--- config.mk ---
export PLATFORM = sky130hd
export DESIGN_NAME = skew_bank
export DESIGN_NICKNAME = d
export VERILOG_FILES = /design/src/arr_pkg.sv /design/src/skew_bank.sv
export SDC_FILE = /design/constraint.sdc
export NUM_CORES = 2
export LEC_CHECK = 0
export BUFFER_PORTS_ARGS = -buffer_cell sky130_fd_sc_hd__buf_2
export CORE_UTILIZATION = 55
export CTS_BUF_LIST = sky130_fd_sc_hd__clkbuf_16
export CTS_CLUSTER_DIAMETER = 150
export DETAILED_ROUTE_END_ITERATION = 10
export PLACE_DENSITY_LB_ADDON = 0.08
export SLEW_MARGIN = 0
export SYNTH_ARGS = -nofsm -noshare
export SYNTH_HDL_FRONTEND = slang
export SYNTH_SLANG_ARGS = --single-unit
export TNS_END_PERCENT = 30
--- constraint.sdc ---
create_clock -name clk -period 155.2 [get_ports clk]
set_clock_uncertainty 0.1 [all_clocks]
set_input_delay 23.28 -clock clk [delete_from_list [all_inputs] [get_ports clk]]
set_output_delay 23.28 -clock clk [all_outputs]
set_load 0.03 [all_outputs]
--- src/arr_pkg.sv ---
package arr_pkg;

    // Array geometry and memory size
    localparam int LANES     = 16;
    localparam int MEM_DEPTH = 256;
    localparam int KSIZE     = 3;

    typedef logic [7:0] byte_t;
    typedef logic [7:0] addr_t;
    typedef logic [3:0] lane_t;

    // Operating modes as driven on the mode pins
    typedef enum logic [1:0] {
        MODE_CONFIG  = 2'd0,
        MODE_WEIGHT  = 2'd1,
        MODE_DATA    = 2'd2,
        MODE_COMPUTE = 2'd3
    } mode_t;

    // Convolution setup, loaded in this byte order
    typedef struct packed {
        byte_t out_ch;
        byte_t in_ch;
        byte_t width;
        byte_t height;
    } cfg_t;

    // One byte per array lane
    typedef byte_t [LANES-1:0] vec_t;

endpackage
--- src/skew_bank.sv ---
`timescale 1ns/100ps

module skew_bank #(
    parameter int LANES = 16
) (
    input  logic                         clk,
    input  logic                         rstn,
    input  arr_pkg::byte_t [LANES-1:0]   a_vec,
    input  logic                         a_valid,
    input  arr_pkg::byte_t [LANES-1:0]   w_vec,
    input  logic                         w_valid,
    output arr_pkg::byte_t [LANES-1:0]   aouts,
    output arr_pkg::byte_t [LANES-1:0]   wouts,
    output logic                         array_step
);

    ////////////////////////////////////////
    // Triangular delay lines
    ////////////////////////////////////////

    for (genvar i = 0; i < LANES; i++) begin : g_lane
        // Last stage of lane i holds the vector from i shifts back
        arr_pkg::byte_t a_pipe [0:i];
        arr_pkg::byte_t w_pipe [0:i];

        always_ff @(posedge clk) begin
            if (!rstn) begin
                for (int j = 0; j <= i; j++) begin
                    a_pipe[j] <= '0;
                    w_pipe[j] <= '0;
                end
            end else if (a_valid) begin
                a_pipe[0] <= a_vec[i];
                w_pipe[0] <= w_vec[i];
                for (int j = 1; j <= i; j++) begin
                    a_pipe[j] <= a_pipe[j-1];
                    w_pipe[j] <= w_pipe[j-1];
                end
            end
        end

        assign aouts[i] = a_pipe[i];
        assign wouts[i] = w_pipe[i];
    end

    // One array step per shift, aligned with the new outputs
    always_ff @(posedge clk) begin
        if (!rstn) begin
            array_step <= 1'b0;
        end else begin
            array_step <= a_valid;
        end
    end

    // Both feeders must finish each step together
    a_feed_align: assert property (@(posedge clk) disable iff (!rstn)
        a_valid == w_valid);

endmodule

==> metrics.cfg <==
[logic_synthesis]
synthesis.area_mm2=0.08330
yosysSeqAreaShare=0.7847
synth_xor_area_frac=0
syn-num-nets=5216
synth-compound-area-share=0
ys.warnings.count=0
syn_avg_cell_area_um2=16.81
synth_top_family_by_area=simple AND/OR/NAND/NOR gates
synth_seq_cells=2177
yosys.area_share.simple=0.1636
synth_cell_type_count=11
synthAdderAreaFrac=0
syn_inst=4956
synthMuxAreaShare=0

[drt]
drtAntennaViolNets=0
wl_mm=126.7
drtIter0Drc=3029
routedWlPerCell_um=17.27
vias=38508
viasPerCell=5.251
drc_errors=0
dr.pass1.iters=4

[power]
p_leak_nw=41.44
clkPwrFrac=0.390
intPower_mw=0.9783
ir_drop_v=0.000009404
p_seq_frac=0.564
p_comb_frac=0.045
p_per_area_mw_per_mm2=13.54
switchingPower_mw=0.2564
switching_share=0.2077

[placement]
place_ws_ps=124660
io_buffer_count=515
gp_congestion=0.7498
dpl.hpwl_mm=63.99

[floorplan]
fp.dieArea_mm2=0.1530
num_io_pins=517
rows=142
core_mm2=0.1501
initial_core_util=0.5548
die_y_um=391.2
fp.dieW_um=391.2

[global_route]
grtUsageMet3=0.05043
grt_pass1_wl_mm=200.5
grt_usage=0.1633
grt_pass1_vias=36606
grt_use_met2=0.2397
overflow=0
grt_max_degree=332
antenna_found_initial=43
grt_use_met1=0.2326
top_usage_layer=met2

[cts]
cts_tree=built
cts.sinks=2177
clkSlewWorstSetupHoldPaths_ps=60
ctsLongestPathBuffers=3
hold_buffers=0
clk_latency_ps=810
cts_buffers=213
clockRootBuffer=clkbuf_16
cts_resized=0
postCtsSetupBuffers=0
htree_levels=4

[critical_path]
crit_path_max_fanout=199
required_ps=155520
cp-end-kind=flip-flop
critical_path_class=input pin to flip-flop
arrival_ps=29860
start_kind=input pin

[finish]
layout-drive-gt1-share=0.1589
nets=5395
final_core_util=0.6073
syn_to_final_growth_pct=9.459

[outcome]
status=complete, no violations

[timing]
setup_ws_ps=125660
max_freq_mhz=33.85
slew_violations=0
rsz0062_at_grt=false
worstMarginPinSlew_ps=1103
finalSetupViolCount=0
slew_headroom=0.2648
final_hold_viol_count=0
timing.final.crit_share=0.1903
min_period_ps=29540
setup_tns_ps=0

[worst_hold_path]
hold_class=flip-flop to flip-flop

[run]
maxCapViolCount=0

placed cells by master, fill, tap and decap left out, drive strengths merged, types with 6 or more instances in the layout:
master / instances
bufinv: 12
edfxtp: 2176
clkinv: 113
and2: 385
inv: 47
diode: 6
buf: 565
clkbuf: 219
and3: 1792
area by class of cell:
| class | instances | area, um2 |
|---|---|---|
| multi-input combinational | 2178 | 13630 |
| antenna | 6 | 15.01 |
| tap | 2016 | 2522 |
| fill | 11226 | 58960 |
| timing repair buffer | 565 | 3048 |
| clock buffer | 219 | 5480 |
| sequential | 2177 | 65360 |
| clock inverter | 173 | 1114 |
kinds of logic after synthesis:
family	Yosys count
buf+inv	601
flops	2177
simple gates	2178
final timing paths:
check	cells after the start	slack, ps	startpoint	to
hold reg to reg	1	400	g_lane[11].a_pipe[2][22]$_SDFFCE_PN0P_	g_lane[11].a_pipe[2][30]$_SDFFCE_PN0P_
setup / recovery	8	125660	a_valid	g_lane[15].a_pipe[0][5]$_SDFFCE_PN0P_
hold / removal	1	400	g_lane[11].a_pipe[2][22]$_SDFFCE_PN0P_	g_lane[11].a_pipe[2][30]$_SDFFCE_PN0P_
setup reg to reg	1	154220	g_lane[9].w_pipe[0][0]$_SDFFCE_PN0P_	g_lane[9].w_pipe[1][0]$_SDFFCE_PN0P_
per-stage QoR:
stage	cell area (um2)	instances	power [mW]	hold WS (ps)
2_1_floorplan	83300	4956	0.8247	402.6
3_3_place_gp	84570	6936	0.7651	404.9
3_5_place_dp	84570	6936	0.7667	409.1
4_1_cts	91160	7328	1.252	409.2
5_1_grt	91170	7331	1.281	419.2
6_report	91170	7334	1.235	398.0
layer usage:
| metal | vias to the layer above | wire (um) |
|---|---|---|
| met2 | 643 | 56750 |
| met4 | 46 | 3214 |
| met3 | 283 | 8501 |
| met5 | - | 300 |
| li1 | 18876 | - |
| met1 | 18660 | 57910 |
power by group through the flow:
stage / logic (mW) / registers (mW) / clock network, mW
2_1_floorplan: 0.0441 / 0.781 / 0
3_3_place_gp: 0.0568 / 0.708 / 0
3_5_place_dp: 0.0573 / 0.709 / 0
4_1_cts: 0.0574 / 0.697 / 0.497
5_1_grt: 0.0622 / 0.700 / 0.518
6_report: 0.0561 / 0.697 / 0.482
sequential cells by signal (all words and copies together), names as in the netlist:
name	cells
g_lane.w_pipe	1088
g_lane.a_pipe	1088
array_step	1
cell usage after synthesis:
cell | instances | share of area
dfxtp_1 | 1 | 0.00024
buf_4 | 164 | 0.015
clkbuf_2 | 34 | 0.0020
clkbuf_1 | 131 | 0.0059
buf_2 | 105 | 0.0063
edfxtp_1 | 2176 | 0.78
buf_6 | 166 | 0.022
and2_1 | 385 | 0.029
nand2b_1 | 1 | 0.000075
buf_12 | 1 | 0.00024
and3_1 | 1792 | 0.13
worst max-delay path, cell delays in order:
cell,delay [ps]
buf_8,320
nand2b_4,710
buf_4,790
buf_4,890
buf_12,790
buf_4,890
buf_4,900
buf_4,920
(Power assumes the default switching activity.)
