==> config.mk <==
export PLATFORM = sky130hd
export DESIGN_NAME = act_feeder
export DESIGN_NICKNAME = d
export VERILOG_FILES = /design/src/arr_pkg.sv /design/src/act_feeder.sv
export SDC_FILE = /design/constraint.sdc
export NUM_CORES = 2
export LEC_CHECK = 0
export BUFFER_PORTS_ARGS = -buffer_cell sky130_fd_sc_hd__buf_4
export CORE_MARGIN = 2
export CORE_UTILIZATION = 50
export DETAILED_ROUTE_END_ITERATION = 16
export GPL_TIMING_DRIVEN = 1
export PLACE_DENSITY_LB_ADDON = 0.1
export SLEW_MARGIN = 5
export SYNTH_ARGS = -nofsm -noshare
export SYNTH_HDL_FRONTEND = slang
export SYNTH_SLANG_ARGS = --single-unit
==> constraint.sdc <==
create_clock -name clk -period 46.5 [get_ports clk]
set_input_delay 9.3 -clock clk [delete_from_list [all_inputs] [get_ports clk]]
set_output_delay 9.3 -clock clk [all_outputs]
set_load 0.01 [all_outputs]
==> src/arr_pkg.sv <==
package arr_pkg;

    // Array geometry and memory size
    localparam int LANES     = 16;
    localparam int MEM_DEPTH = 256;
    localparam int KSIZE     = 3;

    typedef logic [7:0] byte_t;
    typedef logic [7:0] addr_t;
    typedef logic [3:0] lane_t;

    // Operating modes as driven on the mode pins
    typedef enum logic [1:0] {
        MODE_CONFIG  = 2'd0,
        MODE_WEIGHT  = 2'd1,
        MODE_DATA    = 2'd2,
        MODE_COMPUTE = 2'd3
    } mode_t;

    // Convolution setup, loaded in this byte order
    typedef struct packed {
        byte_t out_ch;
        byte_t in_ch;
        byte_t width;
        byte_t height;
    } cfg_t;

    // One byte per array lane
    typedef byte_t [LANES-1:0] vec_t;

endpackage
==> src/act_feeder.sv <==
`timescale 1ns/100ps

module act_feeder (
    input  logic           clk,
    input  logic           rstn,
    input  arr_pkg::byte_t data_in,
    input  logic           a_wr,
    input  arr_pkg::addr_t wr_addr,
    input  arr_pkg::cfg_t  cfg,
    input  logic           issue,
    input  arr_pkg::lane_t lane,
    input  arr_pkg::byte_t chan,
    input  logic [1:0]     krow,
    input  logic [1:0]     kcol,
    input  logic [15:0]    conv_base,
    input  logic           flush,
    output arr_pkg::vec_t  vector,
    output logic           vec_valid
);

    // Activations stored channel plane by plane, row major
    arr_pkg::byte_t mem [arr_pkg::MEM_DEPTH];

    logic [15:0]    width16;
    logic [15:0]    height16;
    logic [15:0]    out_w;
    logic [15:0]    n_conv;
    logic [15:0]    n;
    logic [15:0]    x0;
    logic [15:0]    y0;
    arr_pkg::addr_t addr;
    logic           pad;

    arr_pkg::byte_t rd_data;
    arr_pkg::lane_t lane_q;
    logic           pad_q;
    logic           issue_q;
    logic           last_q;

    ////////////////////////////////////////
    // Window position and address
    ////////////////////////////////////////

    assign width16  = {8'd0, cfg.width};
    assign height16 = {8'd0, cfg.height};

    // Window origins per row and in total
    assign out_w  = width16 - 16'd2;
    assign n_conv = out_w * (height16 - 16'd2);

    // Lane p takes window n of the current group
    assign n  = conv_base + 16'(lane);
    assign x0 = n % out_w;
    assign y0 = n / out_w;

    // Channel plane, then kernel row, then kernel column
    assign addr = arr_pkg::addr_t'(16'(chan) * width16 * height16
                                   + (y0 + 16'(krow)) * width16
                                   + x0 + 16'(kcol));

    // No window behind this lane, or draining
    assign pad = flush || (n >= n_conv);

    ////////////////////////////////////////
    // Memory and lane vector
    ////////////////////////////////////////

    // Loads write, compute reads one byte per issue
    always_ff @(posedge clk) begin
        if (a_wr) begin
            mem[wr_addr] <= data_in;
        end
        if (issue) begin
            rd_data <= mem[addr];
            lane_q  <= lane;
            pad_q   <= pad;
        end
    end

    // Second stage drops the byte into its lane slot
    always_ff @(posedge clk) begin
        if (!rstn) begin
            issue_q   <= 1'b0;
            last_q    <= 1'b0;
            vector    <= '0;
            vec_valid <= 1'b0;
        end else begin
            issue_q   <= issue;
            last_q    <= issue && (lane == 4'(arr_pkg::LANES - 1));
            vec_valid <= last_q;
            if (issue_q) begin
                vector[lane_q] <= pad_q ? 8'd0 : rd_data;
            end
        end
    end

endmodule

==> impl_metrics.yaml <==
route:
  postRouteAntennaNets: 0
  avgViaCountPerCell: 5.95
  wire_per_inst_um: 27.7
  totalWireLength_um: 243000
  first_iter_violations: 5378
  post-route-drc-count: 0
  vias: 52252
  drt_pass1_iterations: 6
final_layout:
  drive_above_1_share_pct: 24.1
  fillers: 14891
  nNetsFinal: 6421
  fin_util_pct: 57.0
  synthToLayoutAreaGrowth_pct: 13.2
critical_path:
  arrival_ns: 45.23
  endpoint_kind: "register"
  crit_top_cell: "o21a_1"
  worstSetupPathType: "in -> reg"
  critical_path_peak_fanout: 37
  cp_slowest_cell: "fa_4"
  cp-start-kind: "input pin"
  cpPeakStageDelay_ns: 1.11
  critPathLaunch: "cfg[10]"
  crit_required_ns: 47.10
  regToRegStartpoint: "mem[217][3]$_DFFE_PP_"
synthesis:
  yosysSeqAreaShare_pct: 65.7
  ys.flop_type: "edfxtp_1"
  async_reset_ff_share_pct: 0
  syn-cell-area_um2: 98200
  synth_area_per_cell_um2: 17.4
  synth_commonest_cells: "2061 x edfxtp_1, 643 x mux4_2, 415 x nor2_1, 258 x nand2_1, 252 x ha_1"
  yosys.area.top_type_share_pct: 63.0
  synth_nets: 6084
  synth.area.top_cells: "edfxtp_1 63%, mux4_2 15%, ha_1 3.2%"
  yosys.area.top_type: "edfxtp_1"
  synthCells: 5630
  synth_edf_count: 2061
  yosys_warnings: 0
  synth_most_common_cell: "edfxtp_1"
  ys_seq_elements: 2192
  synth.distinct_cells: 96
sta:
  slew-limit-headroom_pct: 21.8
  fmax_mhz: 22.4
  setup_tns_ns: 0
  hold_viol_final: 0
  setup_ws_ns: 1.86
  setup_viol: 0
  skew_ns: 0.0700
  final_max_slew_viol_count: 0
  fin_crit_ns: 44.64
  fin_crit_sh_pct: 96.0
  worstMarginPinSlew_ns: 1.17
run:
  timing.max_cap.violations: 0
placed_design:
  place_congestion: 0.846
  dp_slack_ns: -0.102
  port_buffers: 197
  hpwl_um: 155000
floorplanning:
  core_um2: 195000
  die_h_um: 447
  ios: 214
  std_cell_rows: 162
  dieArea_um2: 200000
  start_util_pct: 50.4
  die-width_um: 447
global_route:
  grt_antenna_before_repair: 8
  grt_max_degree: 135
  grt_first_pass_wirelength_um: 355000
  first_global_vias: 52322
  overflow: 0
  grt.total_usage_pct: 24.4
clock_tree:
  tritoncts: "built"
  path_clk_slew_ns: 0.06
  insertion_delay_ns: 0.84
  cts_buffer_depth: 3
  numCtsBuffers: 215
  clock-sinks: 2192
  cts_htree_levels: 4
  cts_hold_buf: 0
  clockRootBuffer: "clkbuf_16"
worst_hold_path:
  hp-class: "reg -> reg"
  hold_start: "last_q$_SDFF_PN0_"
run_status:
  status: "finished, final reports clean"
-- critical path, delay by kind of cell --
kind | cells | cell delay, ns
xor gates and xnor gates | 1 | 0.24
adders and majority gates | 25 | 8.97
and+or+nand+nor | 24 | 4.31
AOI/OAI and AO/OA | 84 | 16.74
buffers and inverters | 25 | 3.99
muxes | 6 | 1.58
-- cell families after synthesis --
| family | after synthesis | synth area share, % |
|---|---|---|
| simple gates | 1140 | 5.51 |
| buf+inv | 469 | 1.82 |
| flops | 2192 | 65.7 |
| xor+xnor | 166 | 1.50 |
| fa+ha+maj | 369 | 5.59 |
| compound gates | 471 | 3.26 |
| mux | 823 | 16.6 |
-- state kept, by name, summed over array words and instances (netlist names) --
name       cells
lane_q         4
mem         2048
rd_data        8
vector       128
pad_q          1
issue_q        1
vec_valid      1
last_q         1
-- placed cells by master (no fill, tap or decap), types with 11 or more instances in the layout --
master	synthesis	final
a211oi_1	35	33
a21o_1	43	43
a21oi_1	121	114
a31oi_1	27	24
and2_1	83	83
and3_1	19	19
buf_12	0	26
buf_4	0	360
bufinv_16	0	23
clkbuf_1	208	57
clkbuf_16	0	220
clkinv_1	2	52
clkinv_2	0	35
dfxtp_1	131	131
edfxtp_1	2061	2061
fa_1	117	116
ha_1	252	248
inv_1	186	186
mux2_2	24	24
mux2i_1	153	150
mux4_2	643	643
nand2_1	258	257
nand2b_1	22	22
nand3_1	51	42
nand4_1	21	21
nor2_1	415	415
nor2b_1	156	156
nor3_1	49	48
o211ai_1	14	14
o21a_1	60	60
o21ai_0	68	61
o21bai_1	15	15
or2_2	16	16
or3_1	11	11
xnor2_1	110	103
xor2_1	54	51
-- final timing paths --
path / end / slack (ns) / depth (start not counted)
worst max-delay path: rd_data[3]$_DFFE_PP_ / 1.86 / 165
worst min-delay path: vec_valid$_SDFF_PN0_ / 0.45 / 1
worst max register to register: rd_data[3]$_DFFE_PP_ / 43.27 / 8
worst min register to register: vec_valid$_SDFF_PN0_ / 0.45 / 1
-- layout make-up --
cell class | instances | area, um^2 | share of cell area (%)
Sequential cell | 2192 | 64500 | 58.0
Multi-Input combinational cell | 2969 | 32300 | 29.0
Clock buffer | 277 | 5720 | 5.14
Timing Repair Buffer | 397 | 3380 | 3.04
Tap cell | 2624 | 3280 | 2.95
Clock inverter | 128 | 1300 | 1.17
Inverter | 192 | 721 | 0.648
Antenna cell | 3 | 7.51 | 0.00675
-- per-stage QoR --
stage	instances	hold WS [ns]	area, um^2
finish	8782	0.448	111000
global placement	8368	0.416	104000
global route	8782	0.468	111000
floorplan	5630	0.412	98200
CTS	8773	0.444	111000
detailed placement	8368	0.431	104000
-- layer usage --
metal	wire, um	track usage, %
met4	5450	5.94
met3	15700	3.48
met2	117000	39.2
met5	0	0
met1	104000	35.5
-- timing repair --
action | CTS | global route
gates resized for setup | 0 | 61
setup buffers | 0 | 6
setup endpoints to repair | 0 | 8
Power is left out: the tool's default activity adds up to more than one toggle a clock period on the data nets, which glitch-free logic cannot reach.
