$ cat src/arr_pkg.sv
package arr_pkg;

    // Array geometry and memory size
    localparam int LANES     = 16;
    localparam int MEM_DEPTH = 256;
    localparam int KSIZE     = 3;

    typedef logic [7:0] byte_t;
    typedef logic [7:0] addr_t;
    typedef logic [3:0] lane_t;

    // Operating modes as driven on the mode pins
    typedef enum logic [1:0] {
        MODE_CONFIG  = 2'd0,
        MODE_WEIGHT  = 2'd1,
        MODE_DATA    = 2'd2,
        MODE_COMPUTE = 2'd3
    } mode_t;

    // Convolution setup, loaded in this byte order
    typedef struct packed {
        byte_t out_ch;
        byte_t in_ch;
        byte_t width;
        byte_t height;
    } cfg_t;

    // One byte per array lane
    typedef byte_t [LANES-1:0] vec_t;

endpackage
$ cat src/wt_feeder.sv
`timescale 1ns/100ps

module wt_feeder (
    input  logic           clk,
    input  logic           rstn,
    input  arr_pkg::byte_t data_in,
    input  logic           w_wr,
    input  arr_pkg::addr_t wr_addr,
    input  arr_pkg::cfg_t  cfg,
    input  logic           issue,
    input  arr_pkg::lane_t lane,
    input  arr_pkg::byte_t chan,
    input  logic [1:0]     krow,
    input  logic [1:0]     kcol,
    input  logic           flush,
    output arr_pkg::vec_t  vector,
    output logic           vec_valid
);

    // Words in one 3x3 kernel slice
    localparam logic [15:0] KAREA = 16'(arr_pkg::KSIZE * arr_pkg::KSIZE);

    // One kernel per output channel, each in_ch slices deep
    arr_pkg::byte_t mem [arr_pkg::MEM_DEPTH];

    arr_pkg::addr_t addr;
    logic           pad;

    arr_pkg::byte_t rd_data;
    arr_pkg::lane_t lane_q;
    logic           pad_q;
    logic           issue_q;
    logic           last_q;

    // Lane picks the kernel, then channel slice and position
    assign addr = arr_pkg::addr_t'(16'(lane) * KAREA * 16'(cfg.in_ch)
                                   + KAREA * 16'(chan)
                                   + 16'(arr_pkg::KSIZE) * 16'(krow)
                                   + 16'(kcol));

    // Lanes with no output channel stay zero
    assign pad = flush || (8'(lane) >= cfg.out_ch);

    // Loads write, compute reads one byte per issue
    always_ff @(posedge clk) begin
        if (w_wr) begin
            mem[wr_addr] <= data_in;
        end
        if (issue) begin
            rd_data <= mem[addr];
            lane_q  <= lane;
            pad_q   <= pad;
        end
    end

    // Same two-stage latency as the activation side
    always_ff @(posedge clk) begin
        if (!rstn) begin
            issue_q   <= 1'b0;
            last_q    <= 1'b0;
            vector    <= '0;
            vec_valid <= 1'b0;
        end else begin
            issue_q   <= issue;
            last_q    <= issue && (lane == 4'(arr_pkg::LANES - 1));
            vec_valid <= last_q;
            if (issue_q) begin
                vector[lane_q] <= pad_q ? 8'd0 : rd_data;
            end
        end
    end

endmodule

$ cat config.mk
export PLATFORM = sky130hd
export DESIGN_NAME = wt_feeder
export DESIGN_NICKNAME = d
export VERILOG_FILES = /design/src/arr_pkg.sv /design/src/wt_feeder.sv
export SDC_FILE = /design/constraint.sdc
export NUM_CORES = 2
export LEC_CHECK = 0
export BUFFER_PORTS_ARGS = -buffer_cell sky130_fd_sc_hd__buf_2
export CAP_MARGIN = 20
export CORE_MARGIN = 5
export CORE_UTILIZATION = 45
export CTS_CLUSTER_DIAMETER = 40
export DETAILED_ROUTE_END_ITERATION = 10
export HOLD_SLACK_MARGIN = 0.08
export PLACE_DENSITY = 0.69
export SLEW_MARGIN = 20
export SYNTH_ARGS = -nofsm -noshare
export SYNTH_HDL_FRONTEND = slang
export SYNTH_SLANG_ARGS = --single-unit
$ cat constraint.sdc
create_clock -name clk -period 10.8 [get_ports clk]
set_input_delay 3.24 -clock clk [delete_from_list [all_inputs] [get_ports clk]]
set_output_delay 3.24 -clock clk [all_outputs]
set_load 0.005 [all_outputs]
==> results_dict.tcl <==
set metrics [dict create \
    cp_top_family "adder cells" \
    arrival_ns 9.79 \
    path_buf_inv 6 \
    synth_edf_count 2061 \
    antenna_left 0 \
    clock_sinks 2192 \
    core_area_mm2 0.192 \
    holdCritPathClass "reg2reg" \
    antenna_found_initial 2 \
    vias_per_cell 5.90 \
    whs_path_depth 1 \
    fin_crit_sh 0.850 \
    fp.dieH_um 449 \
    synthCells 4130 \
    avgSynthCellArea_um2 21.0 \
    dpl.hpwl_um 125000 \
    setup-violations-final 0 \
    gr-usage-all-layers 0.206 \
    slew_viol_final 0 \
    worstReg2RegEnd "rd_data[5]$_DFFE_PP_" \
    power_density_mw_per_mm2 298 \
    io-pin-count 198 \
    clock_latency_ns 0.87 \
    drv_cap 0 \
    finalSetupTns_ns 0 \
    antenna_cells 0 \
    clk_path_buf_depth 4 \
    r2r_cells 7 \
    dieArea_mm2 0.201 \
    final_hold_viol_count 0 \
    ctsResizeCount 0 \
    grt_max_degree 146 \
    worstPathRequired_ns 11.42 \
    max_stage_delay_ns 0.70 \
    clockRootBuffer "clkbuf_16" \
    ys_seq_area_frac 0.744 \
    drc 0 \
    netlist_area_mm2 0.0867 \
    drt_pass1_iterations 7 \
    gp_congestion 0.816 \
    relSlewSlack 0.250 \
    wl_per_cell_um 28.9 \
    drive_above_1_share 0.291 \
    clock_skew_ns 0.0512 \
    numPortBuffers 181 \
    ys.flop_type "edfxtp_1" \
    yosysWarnings 0 \
    drt_iter0_drc 4374 \
    cts_made_buffers 286 \
    syn2layout_area_growth_pct 15.3 \
    post_layout_nonfiller_instances 7205 \
    async_flop_share 0 \
    rsz0062_at_grt "false" \
    dieWidth_um 449 \
    synth_area_leaders "edfxtp_1 (71%), mux4_2 (16%), dfxtp_1 (3.0%), mux2i_1 (2.1%), nor2b_1 (1.2%)" \
    max_freq_mhz 109 \
    ir_worst_vdd_uv 329 \
    ys_types 55 \
    post-route-min-period_ns 9.18 \
    synth_common_cells "edfxtp_1 (2061), mux4_2 (613), nor2_1 (278)" \
    whs_endpoint "vec_valid$_SDFF_PN0_" \
    ys_ff_latch 2192 \
    clk_pin_slew_ns 0.06 \
    worst_pin_slew_ns 1.12 \
    drt-total-wl_um 208000 \
    overflow 0 \
    r2r_setup_slack_ns 7.75 \
    fin_nets 4607 \
    p_leak_nw 32.0 \
    cp_common_cell "fa_1" \
    path_class "in2reg" \
    rr_startpoint "mem[64][5]$_DFFE_PP_" \
    synth_most_common_cell "edfxtp_1" \
    cts_htree_levels 5 \
    cp_max_fo 16 \
    post_cts_buffers 0 \
    status "complete, no violations" \
    grt_pass1_wl_um 306000 \
    vias 42500 \
    cts_tree "yes" \
    path_cells "buf_2 -> nand2_1 -> fa_1 -> fa_1 -> inv_1 -> ha_1 -> fa_1 -> inv_1 -> fa_1 -> fa_1 -> inv_1 -> ha_1 -> nor3_1 -> nor2_4 -> buf_4 -> buf_4 -> nand2_1 -> a21oi_1 -> a2111oi_0 -> nor2_1 -> mux4_2" \
    rows 161 \
    synth_area_leader_cell "edfxtp_1" \
    endpoint_kind "flop" \
    slowest_stage "a2111oi_0" \
    dp.cells 6710 \
    cts_hold_buf 0 \
    start_util 0.451 \
    synth_nets 4264 \
    synth_top_area_share 0.714 \
    hp-start "last_q$_SDFF_PN0_" \
    start_kind "input port" \
    grt_pass1_vias 43100 \
]
worst max-delay path by stage:
stage                       start                    to  slack (ns)  cells after the start
after global placement    lane[2]  rd_data[5]$_DFFE_PP_        0.66                     21
after floorplan           lane[0]  rd_data[5]$_DFFE_PP_        2.04                     21
final                     lane[2]  rd_data[5]$_DFFE_PP_        1.62                     21
after global routing      lane[2]  rd_data[5]$_DFFE_PP_        1.37                     20
after CTS                 lane[2]  rd_data[5]$_DFFE_PP_        1.61                     21
after detailed placement  lane[2]  rd_data[5]$_DFFE_PP_        0.71                     21
logic make-up after synthesis:
group	after synthesis	synth area share
flip-flops	2192	0.744
AO/OA/AOI/OAI	121	0.00966
adder cells (fa/ha/maj)	65	0.0115
XOR/XNOR	23	0.00264
AND/OR/NAND/NOR	631	0.0341
buffers and inverters	297	0.0165
multiplexers	801	0.181
sequential cells by signal, summed over array words and instances (netlist names):
name       count
last_q         1
issue_q        1
rd_data        8
mem         2048
vec_valid      1
lane_q         4
vector       128
pad_q          1
where the power goes:
| group | switching [mW] | total [mW] | internal [mW] |
|---|---|---|---|
| registers | 0.0260 | 9.42 | 9.40 |
| logic | 6.78 | 11.4 | 4.59 |
| clock network | 3.54 | 9.03 | 5.50 |
final cells by class:
type	count	area (um^2)
Tap cell	2526	3160
Sequential cell	2192	64500
Clock buffer	328	7530
Timing Repair Buffer	303	2120
Clock inverter	166	1600
Multi-Input combinational cell	1641	20800
Fill cell	14600	92100
Inverter	49	184
metal layers:
layer,vias to the layer above,track usage,wire length (um)
met5,-,0,0
met4,0,0.0626,6250
met3,398,0.0519,20800
met2,2258,0.320,98400
met1,22300,0.290,82800
li1,17600,-,-
layout by cell type, fill, tap and decap left out, types with 12 or more instances in the layout:
master and instances:
edfxtp_1 2061, mux4_2 613, clkbuf_16 295, nor2_1 274
mux2i_1 185, buf_2 173, nor2b_1 167, dfxtp_1 131
buf_4 103, nand2_1 96, inv_1 49, a211oi_1 47
nand3_1 40, ha_1 38, clkinv_1 34, clkbuf_1 31
a21oi_1 29, clkinv_4 28, inv_6 26, clkinv_2 25
clkinvlp_4 25, fa_1 24, bufinv_16 19, buf_12 18
and2_1 13, nand4_1 12
stage by stage:
| step | power [mW] | hold slack, ns | utilization | setup slack (ns) | area, um^2 |
|---|---|---|---|---|---|
| 6_report | 29.8 | 0.433 | 0.520 | 1.62 | 99900 |
| 4_1_cts | 30.0 | 0.436 | 0.520 | 1.61 | 99900 |
| 3_3_place_gp | 20.9 | 0.424 | 0.473 | 0.657 | 90800 |
| 5_1_grt | 30.8 | 0.444 | 0.520 | 1.37 | 99900 |
| 3_5_place_dp | 20.9 | 0.424 | 0.473 | 0.710 | 90800 |
| 2_1_floorplan | 16.4 | 0.412 | - | 2.04 | 86700 |
No activity file was read; power rests on OpenSTA's default activity.
