**src/arr_pkg.sv**
```systemverilog
package arr_pkg;

    // Array geometry and memory size
    localparam int LANES     = 16;
    localparam int MEM_DEPTH = 256;
    localparam int KSIZE     = 3;

    typedef logic [7:0] byte_t;
    typedef logic [7:0] addr_t;
    typedef logic [3:0] lane_t;

    // Operating modes as driven on the mode pins
    typedef enum logic [1:0] {
        MODE_CONFIG  = 2'd0,
        MODE_WEIGHT  = 2'd1,
        MODE_DATA    = 2'd2,
        MODE_COMPUTE = 2'd3
    } mode_t;

    // Convolution setup, loaded in this byte order
    typedef struct packed {
        byte_t out_ch;
        byte_t in_ch;
        byte_t width;
        byte_t height;
    } cfg_t;

    // One byte per array lane
    typedef byte_t [LANES-1:0] vec_t;

endpackage
```
**src/conv_sequencer.sv**
```systemverilog
`timescale 1ns/100ps

module conv_sequencer (
    input  logic           clk,
    input  logic           rstn,
    input  logic           enable,
    input  arr_pkg::mode_t mode,
    input  logic           data_load,
    input  arr_pkg::byte_t data_in,
    input  logic           array_step,
    output arr_pkg::cfg_t  cfg,
    output logic           w_wr,
    output logic           a_wr,
    output arr_pkg::addr_t wr_addr,
    output logic           issue,
    output arr_pkg::lane_t lane,
    output arr_pkg::byte_t chan,
    output logic [1:0]     krow,
    output logic [1:0]     kcol,
    output logic [15:0]    conv_base,
    output logic           flush,
    output logic           fire,
    output logic           done
);

    localparam logic [1:0] KLAST     = 2'(arr_pkg::KSIZE - 1);
    localparam logic [3:0] LANE_LAST = 4'(arr_pkg::LANES - 1);
    // Flush runs LANES-1 steps
    localparam logic [3:0] FLUSH_LAST = 4'(arr_pkg::LANES - 2);

    arr_pkg::mode_t mode_q;
    arr_pkg::addr_t wr_cnt;
    logic           load;

    logic [15:0]    n_conv;
    logic           last_lane;
    logic           last_chan;
    logic           last_group;
    logic           last_item;
    logic           issue_nxt;
    logic           done_set;
    logic           all_issued;
    logic [3:0]     flush_cnt;
    logic [1:0]     pending;

    ////////////////////////////////////////
    // Config and memory loading
    ////////////////////////////////////////

    // A byte is taken only while enabled
    assign load = enable && data_load;
    assign w_wr = load && (mode == arr_pkg::MODE_WEIGHT);
    assign a_wr = load && (mode == arr_pkg::MODE_DATA);

    // Address restarts at zero on the first cycle of a new mode
    assign wr_addr = (mode != mode_q) ? 8'd0 : wr_cnt;

    always_ff @(posedge clk) begin
        if (!rstn) begin
            mode_q <= arr_pkg::MODE_CONFIG;
            wr_cnt <= 8'd0;
            cfg    <= '0;
        end else begin
            mode_q <= mode;
            wr_cnt <= load ? wr_addr + 8'd1 : wr_addr;
            // Config bytes land in order and extras are ignored
            if (load && mode == arr_pkg::MODE_CONFIG && wr_addr < 8'd4) begin
                case (wr_addr[1:0])
                    2'd0:    cfg.out_ch <= data_in;
                    2'd1:    cfg.in_ch  <= data_in;
                    2'd2:    cfg.width  <= data_in;
                    default: cfg.height <= data_in;
                endcase
            end
        end
    end

    ////////////////////////////////////////
    // Compute step counters
    ////////////////////////////////////////

    // Total windows over one input plane
    assign n_conv = {8'd0, cfg.width - 8'd2} * {8'd0, cfg.height - 8'd2};

    assign last_lane  = (lane == LANE_LAST);
    assign last_chan  = (chan == cfg.in_ch - 8'd1);
    assign last_group = (conv_base + 16'(arr_pkg::LANES) >= n_conv);

    // Lane 15 of the final flush step
    assign last_item = issue && flush && last_lane && (flush_cnt == FLUSH_LAST);

    // Keep issuing until the final flush lane goes out
    assign issue_nxt = enable && !all_issued && !last_item;

    // Final flush step leaves the skew bank
    assign done_set = all_issued && array_step && (pending == 2'd1);

    // Whole block clears when compute mode is left
    always_ff @(posedge clk) begin
        if (!rstn || mode != arr_pkg::MODE_COMPUTE) begin
            issue      <= 1'b0;
            lane       <= '0;
            chan       <= '0;
            krow       <= '0;
            kcol       <= '0;
            conv_base  <= '0;
            flush      <= 1'b0;
            flush_cnt  <= '0;
            all_issued <= 1'b0;
            pending    <= '0;
            fire       <= 1'b0;
            done       <= 1'b0;
        end else begin
            issue      <= issue_nxt;
            all_issued <= all_issued || last_item;
            // Steps pushed but not yet seen at the array
            pending <= pending + {1'b0, issue && last_lane} - {1'b0, array_step};

            if (done_set) begin
                done <= 1'b1;
                fire <= 1'b0;
            end else if (issue_nxt) begin
                fire <= 1'b1;
            end

            // Counters move past an item once it has gone out
            if (issue) begin
                lane <= lane + 4'd1;
                if (last_lane) begin
                    if (flush) begin
                        flush_cnt <= flush_cnt + 4'd1;
                    end else if (kcol != KLAST) begin
                        kcol <= kcol + 2'd1;
                    end else begin
                        kcol <= '0;
                        if (krow != KLAST) begin
                            krow <= krow + 2'd1;
                        end else begin
                            krow <= '0;
                            if (!last_chan) begin
                                chan <= chan + 8'd1;
                            end else begin
                                chan <= '0;
                                // Next group of 16 windows or drain
                                if (last_group) begin
                                    flush <= 1'b1;
                                end else begin
                                    conv_base <= conv_base + 16'(arr_pkg::LANES);
                                end
                            end
                        end
                    end
                end
            end
        end
    end

    ////////////////////////////////////////
    // Checks
    ////////////////////////////////////////

    // No item goes out while another mode is selected
    a_issue_mode: assert property (@(posedge clk) disable iff (!rstn)
        issue |-> mode == arr_pkg::MODE_COMPUTE);

    // Completion waits for the last issue
    a_done_quiet: assert property (@(posedge clk) disable iff (!rstn)
        done |-> !issue);

endmodule

```
**config.mk**
```make
export PLATFORM = sky130hd
export DESIGN_NAME = conv_sequencer
export DESIGN_NICKNAME = d
export VERILOG_FILES = /design/src/arr_pkg.sv /design/src/conv_sequencer.sv
export SDC_FILE = /design/constraint.sdc
export NUM_CORES = 1
export LEC_CHECK = 0
export ABC_AREA = 1
export BUFFER_PORTS_ARGS = -buffer_cell sky130_fd_sc_hd__buf_2
export CAP_MARGIN = 30
export CORE_MARGIN = 3
export CORE_UTILIZATION = 53
export CTS_CLUSTER_DIAMETER = 150
export DETAILED_ROUTE_END_ITERATION = 7
export PLACE_DENSITY = 0.78
export SYNTH_ARGS = -nofsm -noshare
export SYNTH_HDL_FRONTEND = slang
export SYNTH_SLANG_ARGS = --single-unit
```
**constraint.sdc**
```tcl
create_clock -name clk -period 6.5 [get_ports clk]
set_input_delay 1.625 -clock clk [delete_from_list [all_inputs] [get_ports clk]]
set_output_delay 1.625 -clock clk [all_outputs]
set_load 0.01 [all_outputs]
```
==> reports/qor.log <==
qor: sta.rsz0062_at_grt false
qor: finish.drive_gt1_share 12.8%
qor: die.dieArea 13600 um^2
qor: sta.setup_total_negative_slack 0 ns
qor: sta.fin_hold_ws 0.458 ns
qor: cts.cts_inserted_buffers 9
qor: min_path.min-delay-path-class reg -> reg
qor: worst_setup_path.crit_path_start_kind flop
qor: placed_design.gp_congestion 0.902
qor: cts.clk_root_buffer_cell sky130_fd_sc_hd__clkbuf_16
qor: route.drt_pre_antenna_iters 7
qor: worst_setup_path.critical_path.max_stage_delay 0.54 ns
qor: route.routed-via-count 5897
qor: synthesis.ys_warn_count 0
qor: synthesis.synth.most_common_cell sky130_fd_sc_hd__nand2_1
qor: route.route.detailed.drc 0
qor: synthesis.netlist_top_cells_count sky130_fd_sc_hd__nand2_1, sky130_fd_sc_hd__nor2_1, sky130_fd_sc_hd__inv_1
qor: global_routing.grt_overflow_total 0
qor: worst_setup_path.critPathMostFrequentCell sky130_fd_sc_hd__nand2_1
qor: sta.hold_violations 0
qor: synthesis.ys_seq_elements 81
qor: cts.cts-resized-gates 0
qor: pwr.total_leakage_power 3.99 nW
qor: synthesis.synth_cell_types 32
qor: sta.period_minus_slack 6.07 ns
qor: placed_design.port_buffers 88
qor: die.die_y 117 um
qor: synthesis.synth.largest_area_cell sky130_fd_sc_hd__dfxtp_1
qor: cts.cts_num_sinks 81
qor: placed_design.detailedPlacementHpwl 11600 um
qor: pwr.ir_worst_vdd 0.172 mV
qor: global_routing.grt_use_total 22.3%
qor: worst_setup_path.worst_setup_path_end_kind flop
qor: route.wl_cell 12.5 um
qor: route.first_iter_violations 304
qor: job.max_cap_violations 0
qor: cts.ctsHtreeMaxLevel 3
qor: cts.cts_tree done
qor: sta.finalCritPeriodShare 93.3%
qor: worst_setup_path.crit_arrival 6.34 ns
qor: route.antenna_left 0
qor: sta.timing.slew.headroom 55.3%
qor: finish.area_added_between_synthesis_and_finish 14.7%
qor: pwr.power.density 159 nW/um^2
qor: cts.cts_setup_buffers 0
qor: cts.cts.reportedPaths.clkPinSlew 0.06 ns
qor: sta.worst_margin_pin_slew 0.669 ns
qor: synthesis.synth-async-reset-ratio 0%
qor: sta.setup_viol_count_final 0
qor: cts.ctsLongestPathBuffers 2
qor: die.chipWidth 117 um
qor: synthesis.syn_inst 933
qor: outcome.outcome finished, final reports clean
qor: pwr.post-layout-total-power 1.18 mW
qor: worst_setup_path.worst-path-max-fanout 23
qor: synthesis.ys_seq_area_share 25.0%
qor: finish.num-nets-final 1143
qor: cts.cts_hold_buffers 0
qor: finish.multi_input_area 4210 um^2
qor: synthesis.synth.top_cell.area_share 25.0%
qor: synthesis.postSynthAreaPerCell 6.95 um^2
qor: die.design.core.area 11700 um^2
qor: route.vias_per_cell 5.01
qor: synthesis.synth_edf_count 0
qor: worst_setup_path.critical_path.slowest_cell sky130_fd_sc_hd__fa_1
qor: global_routing.grt_start_max_net_pins 29
qor: sta.max_freq 165 MHz
qor: route.routed_wirelength 14700 um
qor: cts.clock_latency 0.34 ns
qor: synthesis.syn_area 6480 um^2
qor: global_routing.grt_antenna_before_repair 0
qor: finish.final_core_utilization 63.8%
qor: finish.final.fill_count 1039
qor: sta.final.setup_skew 0.00476 ns
qor: worst_setup_path.timing_worst_setup_path_type reg -> reg
qor: sta.slew_violations 0
qor: finish.antenna_cells_inserted 0
qor: finish.regArea 1620 um^2
qor: die.start_util 55.6%
qor: synthesis.synth_top_cells_by_area sky130_fd_sc_hd__dfxtp_1, sky130_fd_sc_hd__ha_1, sky130_fd_sc_hd__nand2_1
qor: synthesis.synth_ff_type sky130_fd_sc_hd__dfxtp_1
qor: global_routing.first_global_vias 5559
qor: die.floorplan.rows 39
qor: global_routing.global_route_wire_length_before_repair 24600 um
qor: worst_setup_path.critPathRequiredTime 6.78 ns
qor: die.count_of_pins_on_the_block_boundary 93
## cell usage in the layout, fill, tap and decap left out, types with 3 or more instances in the layout
| cell type | instances |
|---|---|
| sky130_fd_sc_hd__a21oi_1 | 45 |
| sky130_fd_sc_hd__a21oi_2 | 3 |
| sky130_fd_sc_hd__buf_2 | 88 |
| sky130_fd_sc_hd__buf_4 | 14 |
| sky130_fd_sc_hd__clkbuf_16 | 9 |
| sky130_fd_sc_hd__conb_1 | 4 |
| sky130_fd_sc_hd__dfxtp_1 | 81 |
| sky130_fd_sc_hd__fa_1 | 36 |
| sky130_fd_sc_hd__ha_1 | 63 |
| sky130_fd_sc_hd__inv_1 | 155 |
| sky130_fd_sc_hd__nand2_1 | 201 |
| sky130_fd_sc_hd__nand3_1 | 32 |
| sky130_fd_sc_hd__nand3_2 | 3 |
| sky130_fd_sc_hd__nand4_1 | 27 |
| sky130_fd_sc_hd__nor2_1 | 172 |
| sky130_fd_sc_hd__nor3_1 | 16 |
| sky130_fd_sc_hd__o21ai_0 | 16 |
| sky130_fd_sc_hd__xnor2_1 | 11 |
| sky130_fd_sc_hd__xor2_1 | 28 |
## layout make-up
cell class,instances,share of cell area [%]
Tap cell,143,2.41
Inverter,156,7.87
Clock buffer,11,3.26
Timing Repair Buffer,102,7.34
Clock inverter,5,0.740
Multi-Input combinational cell,679,56.6
Sequential cell,81,21.8
## power breakdown
part	internal (mW)	switching (mW)
clock	0.307	0.206
combinational	0.0663	0.103
sequential	0.500	0.00185
## worst paths after layout
kind	startpoint	end	slack, ns	depth (start not counted)
worst max-delay path	cfg[9]	conv_base[11]	0.43	32
worst min register to register	cfg[29]	cfg[29]	0.46	2
worst min-delay path	cfg[29]	cfg[29]	0.46	2
worst max register to register	cfg[9]	conv_base[11]	0.43	32
## flip-flops by register name, summed over array words and instances, names as in the netlist
name / cells
cfg: 32
conv_base: 12
chan: 8
wr_cnt: 8
flush_cnt: 4
lane: 4
kcol: 2
krow: 2
mode_q: 2
pending: 2
all_issued: 1
done: 1
fire: 1
flush: 1
issue: 1
## through the flow
stage | cell area, um^2 | setup slack (ns) | instances
global route | 7440 | 0.00542 | 1177
finish | 7440 | 0.433 | 1177
CTS | 7420 | 0.163 | 1177
global placement | 7120 | 0.398 | 1161
detailed placement | 7120 | 0.183 | 1161
floorplan | 6490 | 0.142 | 936
## routing by layer
layer / GRT usage [%] / vias up / wire length [um]
met5: 0 / - / 0
met4: 7.34 / 0 / 259
met3: 4.20 / 23 / 728
met2: 37.1 / 130 / 7040
met1: 29.3 / 2664 / 6700
li1: - / 3080 / -
## critical path, delay by kind of cell (launching register included)
family	cells	cell delay (ns)
flip-flops	1	0.33
buffers and inverters	7	0.58
XOR/XNOR	1	0.16
AO/OA/AOI/OAI	4	0.60
adder cells (fa/ha/maj)	7	2.92
AND/OR/NAND/NOR	13	1.41
## kinds of logic after synthesis
family                     count (synthesis)  synth area share [%]
and+or+nand+nor                          462                  29.8
DFF                                       81                  25.0
other                                      1                0.0578
buffers and inverters                    176                  10.5
adders and majority gates                 99                  23.3
AOI/OAI and AO/OA                         75                  6.12
xor gates and xnor gates                  39                  5.27
Power figures use the tool's default switching activity.
